==> config.mk <==
export PLATFORM = sky130hd
export DESIGN_NAME = ppu_top
export DESIGN_NICKNAME = d
export VERILOG_FILES = /design/src/ppu_pkg.sv /design/src/handle_special_or_trivial.sv /design/src/input_conditioning.sv /design/src/posit_core.sv /design/src/posit_decode.sv /design/src/posit_encode.sv /design/src/ppu_top.sv
export SDC_FILE = /design/constraint.sdc
export NUM_CORES = 1
export LEC_CHECK = 0
export BUFFER_PORTS_ARGS = -buffer_cell sky130_fd_sc_hd__buf_4
export CAP_MARGIN = 20
export CELL_PAD_IN_SITES_DETAIL_PLACEMENT = 2
export CELL_PAD_IN_SITES_GLOBAL_PLACEMENT = 2
export CORE_AREA = 2 2 193 195
export DETAILED_ROUTE_END_ITERATION = 7
export DIE_AREA = 0 0 195 197
export PLACE_DENSITY_LB_ADDON = 0.1
export SKIP_CTS_REPAIR_TIMING = 1
export SLEW_MARGIN = 15
export SYNTH_ARGS = -nofsm -noshare
export SYNTH_HDL_FRONTEND = slang
export SYNTH_SLANG_ARGS = --single-unit
==> constraint.sdc <==
create_clock -name clk_i -period 6.1 [get_ports clk_i]
set_input_delay 0.305 -clock clk_i [delete_from_list [all_inputs] [get_ports clk_i]]
set_output_delay 0.305 -clock clk_i [all_outputs]
set_load 0.02 [all_outputs]
==> src/ppu_pkg.sv <==
`default_nettype none

package ppu_pkg;

  // ******************************
  // widths and sizes
  // ******************************

  localparam int N = 8;
  // hidden bit plus six fraction bits
  localparam int FRAC_W = 7;
  localparam int SCALE_W = 5;
  // fixed point word between core and encoder, two integer bits
  localparam int CORE_FRAC_W = 16;

  localparam int QUEUE_DEPTH = 4;
  localparam int CREDIT_W = 4;
  localparam logic [CREDIT_W-1:0] OUT_CREDITS_RESET = 4'd2;

  typedef enum logic [1:0] {
    ADD = 2'd0,
    SUB = 2'd1,
    MUL = 2'd2
  } operation_e;

  // a posit seen either as raw bits or as sign and body
  typedef union packed {
    logic [N-1:0] bits;
    struct packed {
      logic         sign;
      logic [N-2:0] body;
    } sm;
  } posit_t;

  // ******************************
  // posit constants
  // ******************************

  localparam posit_t ZERO = posit_t'(8'h00);
  localparam posit_t NAR = posit_t'(8'h80);
  localparam posit_t MAXPOS = posit_t'(8'h7f);
  localparam posit_t MINPOS = posit_t'(8'h01);

  // negation of a posit is the two's complement of its bits
  function automatic posit_t c2(input posit_t p);
    logic [N-1:0] neg;
    neg = ~p.bits + 1'b1;
    return posit_t'(neg);
  endfunction

  // magnitude as a body, usable for ordering since posits are monotone
  function automatic logic [N-2:0] abs(input posit_t p);
    posit_t neg;
    neg = c2(p);
    return p.sm.sign ? neg.sm.body : p.sm.body;
  endfunction

endpackage

`default_nettype wire

==> src/handle_special_or_trivial.sv <==
`timescale 1ns/1ps
`default_nettype none

module handle_special_or_trivial (
  input  ppu_pkg::operation_e op_i,
  input  ppu_pkg::posit_t     p1_i,
  input  ppu_pkg::posit_t     p2_i,
  output ppu_pkg::posit_t     pout_o
);

  logic any_nar;
  logic p1_zero;
  logic p2_zero;
  logic cancels;

  assign any_nar = (p1_i == ppu_pkg::NAR) || (p2_i == ppu_pkg::NAR);
  assign p1_zero = (p1_i == ppu_pkg::ZERO);
  assign p2_zero = (p2_i == ppu_pkg::ZERO);

  // x-x and x+(-x) both collapse to zero
  assign cancels = ((op_i == ppu_pkg::SUB) && (p1_i == p2_i)) ||
                   ((op_i == ppu_pkg::ADD) && (p1_i == ppu_pkg::c2(p2_i)));

  always_comb begin
    if (any_nar) begin
      pout_o = ppu_pkg::NAR;
    end else if ((op_i == ppu_pkg::MUL) && (p1_zero || p2_zero)) begin
      pout_o = ppu_pkg::ZERO;
    end else if (cancels) begin
      pout_o = ppu_pkg::ZERO;
    end else if (p1_zero) begin
      // 0 - p2 gives -p2
      pout_o = (op_i == ppu_pkg::SUB) ? ppu_pkg::c2(p2_i) : p2_i;
    end else if (p2_zero) begin
      pout_o = p1_i;
    end else begin
      // not a special case, value is ignored downstream
      pout_o = ppu_pkg::ZERO;
    end
  end

endmodule

`default_nettype wire

==> src/input_conditioning.sv <==
`timescale 1ns/1ps
`default_nettype none

module input_conditioning (
  input  ppu_pkg::posit_t     p1_i,
  input  ppu_pkg::posit_t     p2_i,
  input  ppu_pkg::operation_e op_i,
  output ppu_pkg::posit_t     p1_o,
  output ppu_pkg::posit_t     p2_o,
  output logic                special_o,
  output ppu_pkg::posit_t     special_value_o
);

  ppu_pkg::posit_t p2_neg;
  logic            op_is_add_or_sub;
  logic            swap;

  // subtraction becomes addition of the negated second operand
  assign p2_neg = (op_i == ppu_pkg::SUB) ? ppu_pkg::c2(p2_i) : p2_i;

  assign op_is_add_or_sub = (op_i == ppu_pkg::ADD) || (op_i == ppu_pkg::SUB);

  // the larger magnitude goes first so the core only ever shifts p2
  assign swap = op_is_add_or_sub && (ppu_pkg::abs(p2_neg) > ppu_pkg::abs(p1_i));

  assign p1_o = swap ? p2_neg : p1_i;
  assign p2_o = swap ? p1_i : p2_neg;

  handle_special_or_trivial u_special (
    .op_i   (op_i),
    .p1_i   (p1_i),
    .p2_i   (p2_i),
    .pout_o (special_value_o)
  );

  // ******************************
  // bypass detection
  // ******************************

  // raw operands are used here, not the conditioned ones
  assign special_o = (p1_i == ppu_pkg::ZERO) ||
                     (p1_i == ppu_pkg::NAR) ||
                     (p2_i == ppu_pkg::ZERO) ||
                     (p2_i == ppu_pkg::NAR) ||
                     ((op_i == ppu_pkg::SUB) && (p1_i == p2_i)) ||
                     ((op_i == ppu_pkg::ADD) && (p1_i == ppu_pkg::c2(p2_i)));

endmodule

`default_nettype wire

==> src/posit_core.sv <==
`timescale 1ns/1ps
`default_nettype none

module posit_core (
  input  ppu_pkg::operation_e                op_i,
  input  logic                               sign1_i,
  input  logic                               sign2_i,
  input  logic signed [ppu_pkg::SCALE_W-1:0] scale1_i,
  input  logic signed [ppu_pkg::SCALE_W-1:0] scale2_i,
  input  logic [ppu_pkg::FRAC_W-1:0]         frac1_i,
  input  logic [ppu_pkg::FRAC_W-1:0]         frac2_i,
  output logic                               sign_o,
  output logic signed [ppu_pkg::SCALE_W-1:0] scale_o,
  output logic [ppu_pkg::CORE_FRAC_W-1:0]    frac_o,
  output logic                               sticky_o
);

  logic [2*ppu_pkg::FRAC_W-1:0]     prod;
  logic [ppu_pkg::SCALE_W-1:0]      shamt;
  logic [ppu_pkg::CORE_FRAC_W-1:0]  a1;
  logic [ppu_pkg::CORE_FRAC_W-1:0]  a2;
  logic [ppu_pkg::CORE_FRAC_W-1:0]  a2_shift;
  logic [ppu_pkg::CORE_FRAC_W-1:0]  mask;
  logic                             lost;

  // ******************************
  // multiply path
  // ******************************

  // both fractions are in [1,2) so the product is in [1,4)
  assign prod = frac1_i * frac2_i;

  // ******************************
  // add path alignment
  // ******************************

  // conditioning put the larger magnitude first, so scale1 >= scale2
  assign shamt = scale1_i - scale2_i;

  // place each fraction below two integer bits of the wide word
  assign a1 = {1'b0, frac1_i, 8'b0};
  assign a2 = {1'b0, frac2_i, 8'b0};
  assign a2_shift = a2 >> shamt;

  // bits pushed out of the word by alignment
  assign mask = (16'd1 << shamt) - 16'd1;
  assign lost = |(a2 & mask);

  always_comb begin
    if (op_i == ppu_pkg::MUL) begin
      sign_o = sign1_i ^ sign2_i;
      scale_o = scale1_i + scale2_i;
      frac_o = {prod, 2'b00};
      sticky_o = 1'b0;
    end else begin
      sign_o = sign1_i;
      scale_o = scale1_i;
      sticky_o = lost;
      if (sign1_i == sign2_i) begin
        frac_o = a1 + a2_shift;
      end else begin
        // with lost bits the true difference lies just below a1 - a2,
        // so take one unit off and let sticky stand for the remainder
        frac_o = a1 - a2_shift - {15'd0, lost};
      end
    end
  end

endmodule

`default_nettype wire

==> src/posit_decode.sv <==
`timescale 1ns/1ps
`default_nettype none

module posit_decode (
  input  ppu_pkg::posit_t                    p_i,
  output logic                               sign_o,
  output logic signed [ppu_pkg::SCALE_W-1:0] scale_o,
  output logic [ppu_pkg::FRAC_W-1:0]         frac_o
);

  logic [ppu_pkg::N-2:0] body;
  logic [ppu_pkg::N-2:0] rest;
  logic                  lead;
  logic                  done;
  logic [3:0]            run;

  assign sign_o = p_i.sm.sign;

  always_comb begin
    body = ppu_pkg::abs(p_i);
    lead = body[ppu_pkg::N-2];

    // length of the regime run of identical leading bits
    run = 4'd0;
    done = 1'b0;
    for (int i = ppu_pkg::N - 2; i >= 0; i--) begin
      if (!done && (body[i] == lead)) begin
        run = run + 4'd1;
      end else begin
        done = 1'b1;
      end
    end

    // drop the run and its terminating bit, what is left is the fraction
    rest = body << (run + 4'd1);

    // k ones mean scale k-1, k zeros mean scale -k (es is zero)
    if (lead) begin
      scale_o = $signed({1'b0, run}) - 5'sd1;
    end else begin
      scale_o = -$signed({1'b0, run});
    end

    frac_o = {1'b1, rest[ppu_pkg::N-2 -: ppu_pkg::FRAC_W-1]};
  end

endmodule

`default_nettype wire

==> src/posit_encode.sv <==
`timescale 1ns/1ps
`default_nettype none

module posit_encode (
  input  logic                               sign_i,
  input  logic signed [ppu_pkg::SCALE_W-1:0] scale_i,
  input  logic [ppu_pkg::CORE_FRAC_W-1:0]    frac_i,
  input  logic                               sticky_i,
  input  logic                               special_i,
  input  ppu_pkg::posit_t                    special_value_i,
  output ppu_pkg::posit_t                    p_o
);

  logic [3:0]            lead_pos;
  logic [15:0]           norm;
  logic signed [6:0]     exp_s;
  logic [4:0]            reg_len;
  logic [23:0]           regime_w;
  logic [23:0]           frac_w;
  logic [23:0]           packed_w;
  logic [ppu_pkg::N-2:0] body;
  logic [ppu_pkg::N-2:0] body_r;
  logic [ppu_pkg::N-2:0] body_f;
  logic                  guard;
  logic                  round_up;
  ppu_pkg::posit_t       mag;

  always_comb begin
    // position of the leading one, the word has its binary point at bit 14
    lead_pos = 4'd0;
    for (int i = 0; i < ppu_pkg::CORE_FRAC_W; i++) begin
      if (frac_i[i]) begin
        lead_pos = 4'(i);
      end
    end
    norm = frac_i << (4'd15 - lead_pos);
    exp_s = scale_i + $signed({3'b000, lead_pos}) - 7'sd14;

    // regime and its terminating bit, left aligned in a long word
    if (exp_s >= 7'sd0) begin
      reg_len = exp_s[4:0] + 5'd2;
      regime_w = ~(24'hff_ffff >> (exp_s[4:0] + 5'd1));
    end else begin
      reg_len = 5'd1 - exp_s[4:0];
      regime_w = 24'h80_0000 >> (5'd0 - exp_s[4:0]);
    end
    frac_w = {norm[14:0], 9'd0} >> reg_len;
    packed_w = regime_w | frac_w;

    // ******************************
    // round to nearest, ties to even
    // ******************************
    body = packed_w[23:17];
    guard = packed_w[16];
    round_up = guard & ((|packed_w[15:0]) | sticky_i | body[0]);
    body_r = body + {6'd0, round_up};

    // out of range never rounds to zero or NaR
    if (exp_s > 7'sd5) begin
      body_f = ppu_pkg::MAXPOS.sm.body;
    end else if (exp_s < -7'sd6) begin
      body_f = ppu_pkg::MINPOS.sm.body;
    end else begin
      body_f = body_r;
    end

    mag = ppu_pkg::posit_t'({1'b0, body_f});
    if (special_i) begin
      p_o = special_value_i;
    end else if (sign_i) begin
      p_o = ppu_pkg::c2(mag);
    end else begin
      p_o = mag;
    end
  end

endmodule

`default_nettype wire

==> src/ppu_top.sv <==
`timescale 1ns/1ps
`default_nettype none

module ppu_top (
  input  logic                clk_i,
  input  logic                rst_i,
  input  logic                op_valid_i,
  input  ppu_pkg::operation_e op_i,
  input  ppu_pkg::posit_t     p1_i,
  input  ppu_pkg::posit_t     p2_i,
  output logic                in_credit_o,
  input  logic                out_credit_i,
  output logic                out_valid_o,
  output ppu_pkg::posit_t     result_o
);

  ppu_pkg::posit_t p1_c, p2_c, special_value_c;
  logic special_c, sign1_d, sign2_d, sign_c, sticky_c;
  logic signed [ppu_pkg::SCALE_W-1:0] scale1_d, scale2_d, scale_c;
  logic [ppu_pkg::FRAC_W-1:0] frac1_d, frac2_d;
  logic [ppu_pkg::CORE_FRAC_W-1:0] frac_c;
  ppu_pkg::posit_t result_e;

  // stage registers, valid bits are the only control here
  logic s1_valid, s2_valid, s3_valid;
  ppu_pkg::operation_e s1_op;
  logic s1_sign1, s1_sign2, s1_special, s2_sign, s2_sticky, s2_special;
  logic signed [ppu_pkg::SCALE_W-1:0] s1_scale1, s1_scale2, s2_scale;
  logic [ppu_pkg::FRAC_W-1:0] s1_frac1, s1_frac2;
  logic [ppu_pkg::CORE_FRAC_W-1:0] s2_frac;
  ppu_pkg::posit_t s1_special_value, s2_special_value, s3_result;

  ppu_pkg::posit_t q_mem [ppu_pkg::QUEUE_DEPTH];
  logic [$clog2(ppu_pkg::QUEUE_DEPTH)-1:0] wr_ptr, rd_ptr;
  logic [$clog2(ppu_pkg::QUEUE_DEPTH+1)-1:0] q_count;
  logic [ppu_pkg::CREDIT_W-1:0] out_credits;
  logic pop;

  input_conditioning u_cond (
    .p1_i(p1_i), .p2_i(p2_i), .op_i(op_i), .p1_o(p1_c), .p2_o(p2_c),
    .special_o(special_c), .special_value_o(special_value_c)
  );

  posit_decode u_dec1 (.p_i(p1_c), .sign_o(sign1_d), .scale_o(scale1_d), .frac_o(frac1_d));
  posit_decode u_dec2 (.p_i(p2_c), .sign_o(sign2_d), .scale_o(scale2_d), .frac_o(frac2_d));

  posit_core u_core (
    .op_i(s1_op), .sign1_i(s1_sign1), .sign2_i(s1_sign2),
    .scale1_i(s1_scale1), .scale2_i(s1_scale2), .frac1_i(s1_frac1), .frac2_i(s1_frac2),
    .sign_o(sign_c), .scale_o(scale_c), .frac_o(frac_c), .sticky_o(sticky_c)
  );

  posit_encode u_enc (
    .sign_i(s2_sign), .scale_i(s2_scale), .frac_i(s2_frac), .sticky_i(s2_sticky),
    .special_i(s2_special), .special_value_i(s2_special_value), .p_o(result_e)
  );

  // ******************************
  // pipeline
  // ******************************

  always_ff @(posedge clk_i) begin
    if (rst_i) begin
      s1_valid <= 1'b0;
      s2_valid <= 1'b0;
      s3_valid <= 1'b0;
    end else begin
      s1_valid <= op_valid_i;
      s2_valid <= s1_valid;
      s3_valid <= s2_valid;
    end
  end

  always_ff @(posedge clk_i) begin
    s1_op <= op_i;
    s1_sign1 <= sign1_d;
    s1_sign2 <= sign2_d;
    s1_scale1 <= scale1_d;
    s1_scale2 <= scale2_d;
    s1_frac1 <= frac1_d;
    s1_frac2 <= frac2_d;
    s1_special <= special_c;
    s1_special_value <= special_value_c;
    s2_sign <= sign_c;
    s2_scale <= scale_c;
    s2_frac <= frac_c;
    s2_sticky <= sticky_c;
    s2_special <= s1_special;
    s2_special_value <= s1_special_value;
    s3_result <= result_e;
  end

  // ******************************
  // result queue and credits
  // ******************************

  // upstream credits guarantee the queue never overflows
  assign out_valid_o = (q_count != '0) && (out_credits != '0);
  assign pop = out_valid_o;
  assign result_o = q_mem[rd_ptr];
  // a freed entry is handed back to upstream in the same cycle
  assign in_credit_o = pop;

  always_ff @(posedge clk_i) begin
    if (s3_valid) q_mem[wr_ptr] <= s3_result;
  end

  always_ff @(posedge clk_i) begin
    if (rst_i) begin
      wr_ptr <= '0;
      rd_ptr <= '0;
      q_count <= '0;
      out_credits <= ppu_pkg::OUT_CREDITS_RESET;
    end else begin
      if (s3_valid) wr_ptr <= wr_ptr + 1'b1;
      if (pop) rd_ptr <= rd_ptr + 1'b1;
      case ({s3_valid, pop})
        2'b10: q_count <= q_count + 1'b1;
        2'b01: q_count <= q_count - 1'b1;
        default: q_count <= q_count;
      endcase
      case ({out_credit_i, pop})
        2'b10: out_credits <= out_credits + 1'b1;
        2'b01: out_credits <= out_credits - 1'b1;
        default: out_credits <= out_credits;
      endcase
    end
  end

endmodule

`default_nettype wire

==> impl_metrics.prom <==
# TYPE chip_impl_metric gauge
chip_impl_info{name="outcome",value="completed"} 1
chip_impl_metric{name="syn_nets",unit=""} 1732
chip_impl_metric{name="chipHeight",unit="µm"} 197
chip_impl_metric{name="cell_variety_after_synth",unit=""} 118
chip_impl_metric{name="drt_first_iter_violations",unit=""} 454
chip_impl_metric{name="final_worst_path_period_need",unit="ns"} 5.81
chip_impl_metric{name="grt_pass1_vias",unit=""} 12900
chip_impl_info{name="holdCritPathClass",value="input port to register"} 1
chip_impl_info{name="crit_path_end_kind",value="register"} 1
chip_impl_metric{name="floorplan.initialDensity",unit="%"} 35.6
chip_impl_metric{name="design.final.nets",unit=""} 1807
chip_impl_metric{name="fp.coreArea",unit="µm²"} 36300
chip_impl_metric{name="synth_top_area_share",unit="%"} 14.1
chip_impl_metric{name="seq_area_frac_synth",unit="%"} 21.5
chip_impl_metric{name="synthesis.area",unit="µm²"} 12900
chip_impl_metric{name="io_buffers",unit=""} 31
chip_impl_metric{name="routed_wire_length_per_instance",unit="µm"} 20.8
chip_impl_metric{name="cts.sink_count",unit=""} 123
chip_impl_metric{name="timing.critical_path.required",unit="ns"} 6.45
chip_impl_metric{name="asyncSetResetFlopFracSynth",unit="%"} 0
chip_impl_metric{name="timing_worst_slew_pin_value",unit="ns"} 0.955
chip_impl_metric{name="grt_usage",unit="%"} 23.3
chip_impl_metric{name="clock_latency_on_the_worst_skew_pair",unit="ns"} 0.44
chip_impl_metric{name="area_growth",unit="%"} 16.0
chip_impl_metric{name="via_count",unit=""} 11900
chip_impl_info{name="yosys.area.top_type",value="dfxtp_1"} 1
chip_impl_metric{name="final_core_occ",unit="%"} 41.3
chip_impl_info{name="cts_tree",value="built"} 1
chip_impl_metric{name="post_synth.cell_area_avg",unit="µm²"} 8.23
chip_impl_metric{name="num_io_pins",unit=""} 32
chip_impl_metric{name="grt_first_pass_wirelength",unit="µm"} 71800
chip_impl_metric{name="fmax_achieved",unit="MHz"} 172
chip_impl_metric{name="post_route_cells_drive_above_1_share",unit="%"} 17.7
chip_impl_metric{name="setup_violations_final",unit=""} 0
chip_impl_metric{name="grt_antenna_before_repair",unit=""} 0
chip_impl_info{name="critical_path.startpoint_type",value="input port"} 1
chip_impl_metric{name="die_area",unit="µm²"} 38400
chip_impl_info{name="critPathKind",value="input port to register"} 1
chip_impl_metric{name="final_hold_viol_count",unit=""} 0
chip_impl_metric{name="postSynthCellCount",unit=""} 1570
chip_impl_metric{name="clock_skew",unit="ns"} 0.0182
chip_impl_metric{name="clock_transition_at_the_register_clock_pins_on_the_worst_setup_and_hold_paths_after_cts",unit="ns"} 0.07
chip_impl_info{name="clk_root_buffer_cell",value="clkbuf_16"} 1
chip_impl_metric{name="hpwl_after_detailed_placement",unit="µm"} 35500
chip_impl_metric{name="maxSlewHeadroom",unit="%"} 35.9
chip_impl_metric{name="grt_max_degree",unit=""} 24
chip_impl_metric{name="critical_path_arrival",unit="ns"} 6.16
chip_impl_metric{name="drt_wl_total",unit="µm"} 44200
chip_impl_metric{name="clock_path_buffers",unit=""} 2
chip_impl_metric{name="finalMaxSlewViolations",unit=""} 0
chip_impl_metric{name="yosys_register_bits",unit=""} 123
chip_impl_metric{name="drc_errors",unit=""} 0
chip_impl_metric{name="synth-warning-count",unit=""} 0
chip_impl_metric{name="antenna_left",unit=""} 0
chip_impl_metric{name="finalWeightedCongestion",unit=""} 0.838
chip_impl_info{name="post-synth-top-count-cell",value="nor2_1"} 1
chip_impl_metric{name="post_drt_via_cell_ratio",unit=""} 5.62
chip_impl_info{name="netlist_top_cells_area",value="dfxtp_1, ha_1, edfxtp_1"} 1
chip_impl_metric{name="n_antenna_cell",unit=""} 0
chip_impl_metric{name="path_max_fanout",unit=""} 8
chip_impl_metric{name="die_w",unit="µm"} 195
chip_impl_metric{name="min_period_over_period",unit="%"} 95.3
chip_impl_metric{name="rows",unit=""} 70
chip_impl_metric{name="max_cap_viol_count",unit=""} 0
chip_impl_metric{name="number_of_buffers_created_by_cts",unit=""} 17
chip_impl_metric{name="synth_enable_flop_cells",unit=""} 32
chip_impl_metric{name="dr.pass1.iters",unit=""} 4
chip_impl_info{name="synth-main-ff-cell",value="dfxtp_1"} 1
chip_impl_info{name="synth.cells.most_frequent",value="nor2_1, inv_1, ha_1, a21oi_1, nand2_1"} 1
chip_impl_metric{name="grt_overflow_total",unit=""} 0
chip_impl_metric{name="ctsHtreeMaxLevel",unit=""} 4
-- cells in the final DEF (no fill, tap or decap), drive strengths merged, types with 8 or more instances in the layout --
master and n:
o21a 14, nor3 53, fa 30, nor4 12
nand2b 13, o21ai 90, xor2 35, a41oi 9
nand2 103, mux4 8, a21o 15, mux2i 39
a211oi 37, nand3 35, edfxtp 32, nor2 156
xnor2 74, mux2 10, buf 131, a31oi 20
inv 130, or3 10, clkbuf 17, and2 30
o31ai 14, nand4 10, dfxtp 91, ha 110
o21bai 18, or2 14, o22ai 12, a22oi 10
a21oi 110, o211ai 16, nor2b 20
-- critical path, cell delays in order --
cell      delay (ns)
buf_4           0.09
inv_1           0.06
ha_1            0.32
mux2_4          0.28
or4_1           0.51
o21ai_1         0.19
xnor2_1         0.10
ha_1            0.32
a21o_1          0.19
a21o_1          0.21
o31ai_4         0.28
buf_4           0.22
mux2i_2         0.24
ha_1            0.23
a41o_1          0.22
xor2_2          0.19
buf_4           0.19
nand2_1         0.08
o32a_1          0.28
o311ai_0        0.35
and2_1          0.23
ha_1            0.26
xnor2_4         0.19
nor2_1          0.11
o311a_1         0.32
nor3_1          0.20
-- logic make-up after synthesis --
group | count (synthesis) | share of synthesized area (%)
AOI/OAI and AO/OA | 449 | 24.7
xor gates and xnor gates | 110 | 7.85
adders and majority gates | 141 | 15.4
DFF | 123 | 21.5
and+or+nand+nor | 491 | 18.9
buffers and inverters | 199 | 6.25
muxes | 57 | 5.37
-- sequential cells by signal (all words and copies together) (netlist names), 3 cells and up, named ones only --
| register | flops |
|---|---|
| out_credits | 4 |
| q_count | 3 |
| q_mem | 32 |
| s1_frac1 | 6 |
| s1_frac2 | 6 |
| s1_scale1 | 5 |
| s1_scale2 | 5 |
| s1_special_value | 8 |
| s2_frac | 16 |
| s2_scale | 5 |
| s2_special_value | 8 |
| s3_result | 8 |
-- metrics by stage --
step / TNS, ns / worst slack [ns] / area (µm²) / std cells / hold slack, ns
floorplan: -0.0149 / -0.0149 / 13000 / 1570 / 0.310
global placement: 0 / 0.00670 / 14200 / 2091 / 0.313
detailed placement: -2.19 / -0.303 / 14200 / 2091 / 0.318
CTS: 0 / 0.0412 / 14800 / 2123 / 0.00650
global route: -0.0951 / -0.0410 / 15000 / 2126 / 0.0135
finish: 0 / 0.288 / 15000 / 2126 / 0.0276
-- worst paths after layout --
kind                       startpoint                  end  slack (ns)  cells past startpoint
setup / recovery              p2_i[0]          s1_frac1[3]        0.29                     26
hold / removal                op_i[0]             s1_op[0]        0.03                      1
setup reg to reg           s2_frac[2]         s3_result[6]        0.37                     26
hold reg to reg   s1_special_value[1]  s2_special_value[1]        0.33                      0
-- layout make-up --
| type | instances | area [µm²] |
|---|---|---|
| Clock buffer | 17 | 425 |
| Clock inverter | 15 | 173 |
| Fill cell | 4128 | 21300 |
| Inverter | 124 | 468 |
| Multi-Input combinational cell | 1248 | 9570 |
| Sequential cell | 123 | 2780 |
| Tap cell | 468 | 586 |
| Timing Repair Buffer | 131 | 991 |
-- routing by layer --
layer  wire length (µm)  global-route usage (%)  share of wire [%]
met5                  0                       0                  0
met2              21600                    40.3                 49
met3                673                    2.58                1.5
met4                454                    4.81                1.0
met1              21500                    31.5                 49
Power is not shown: default switching activity piles up to over one toggle a cycle in this logic, so the estimate is an artifact.
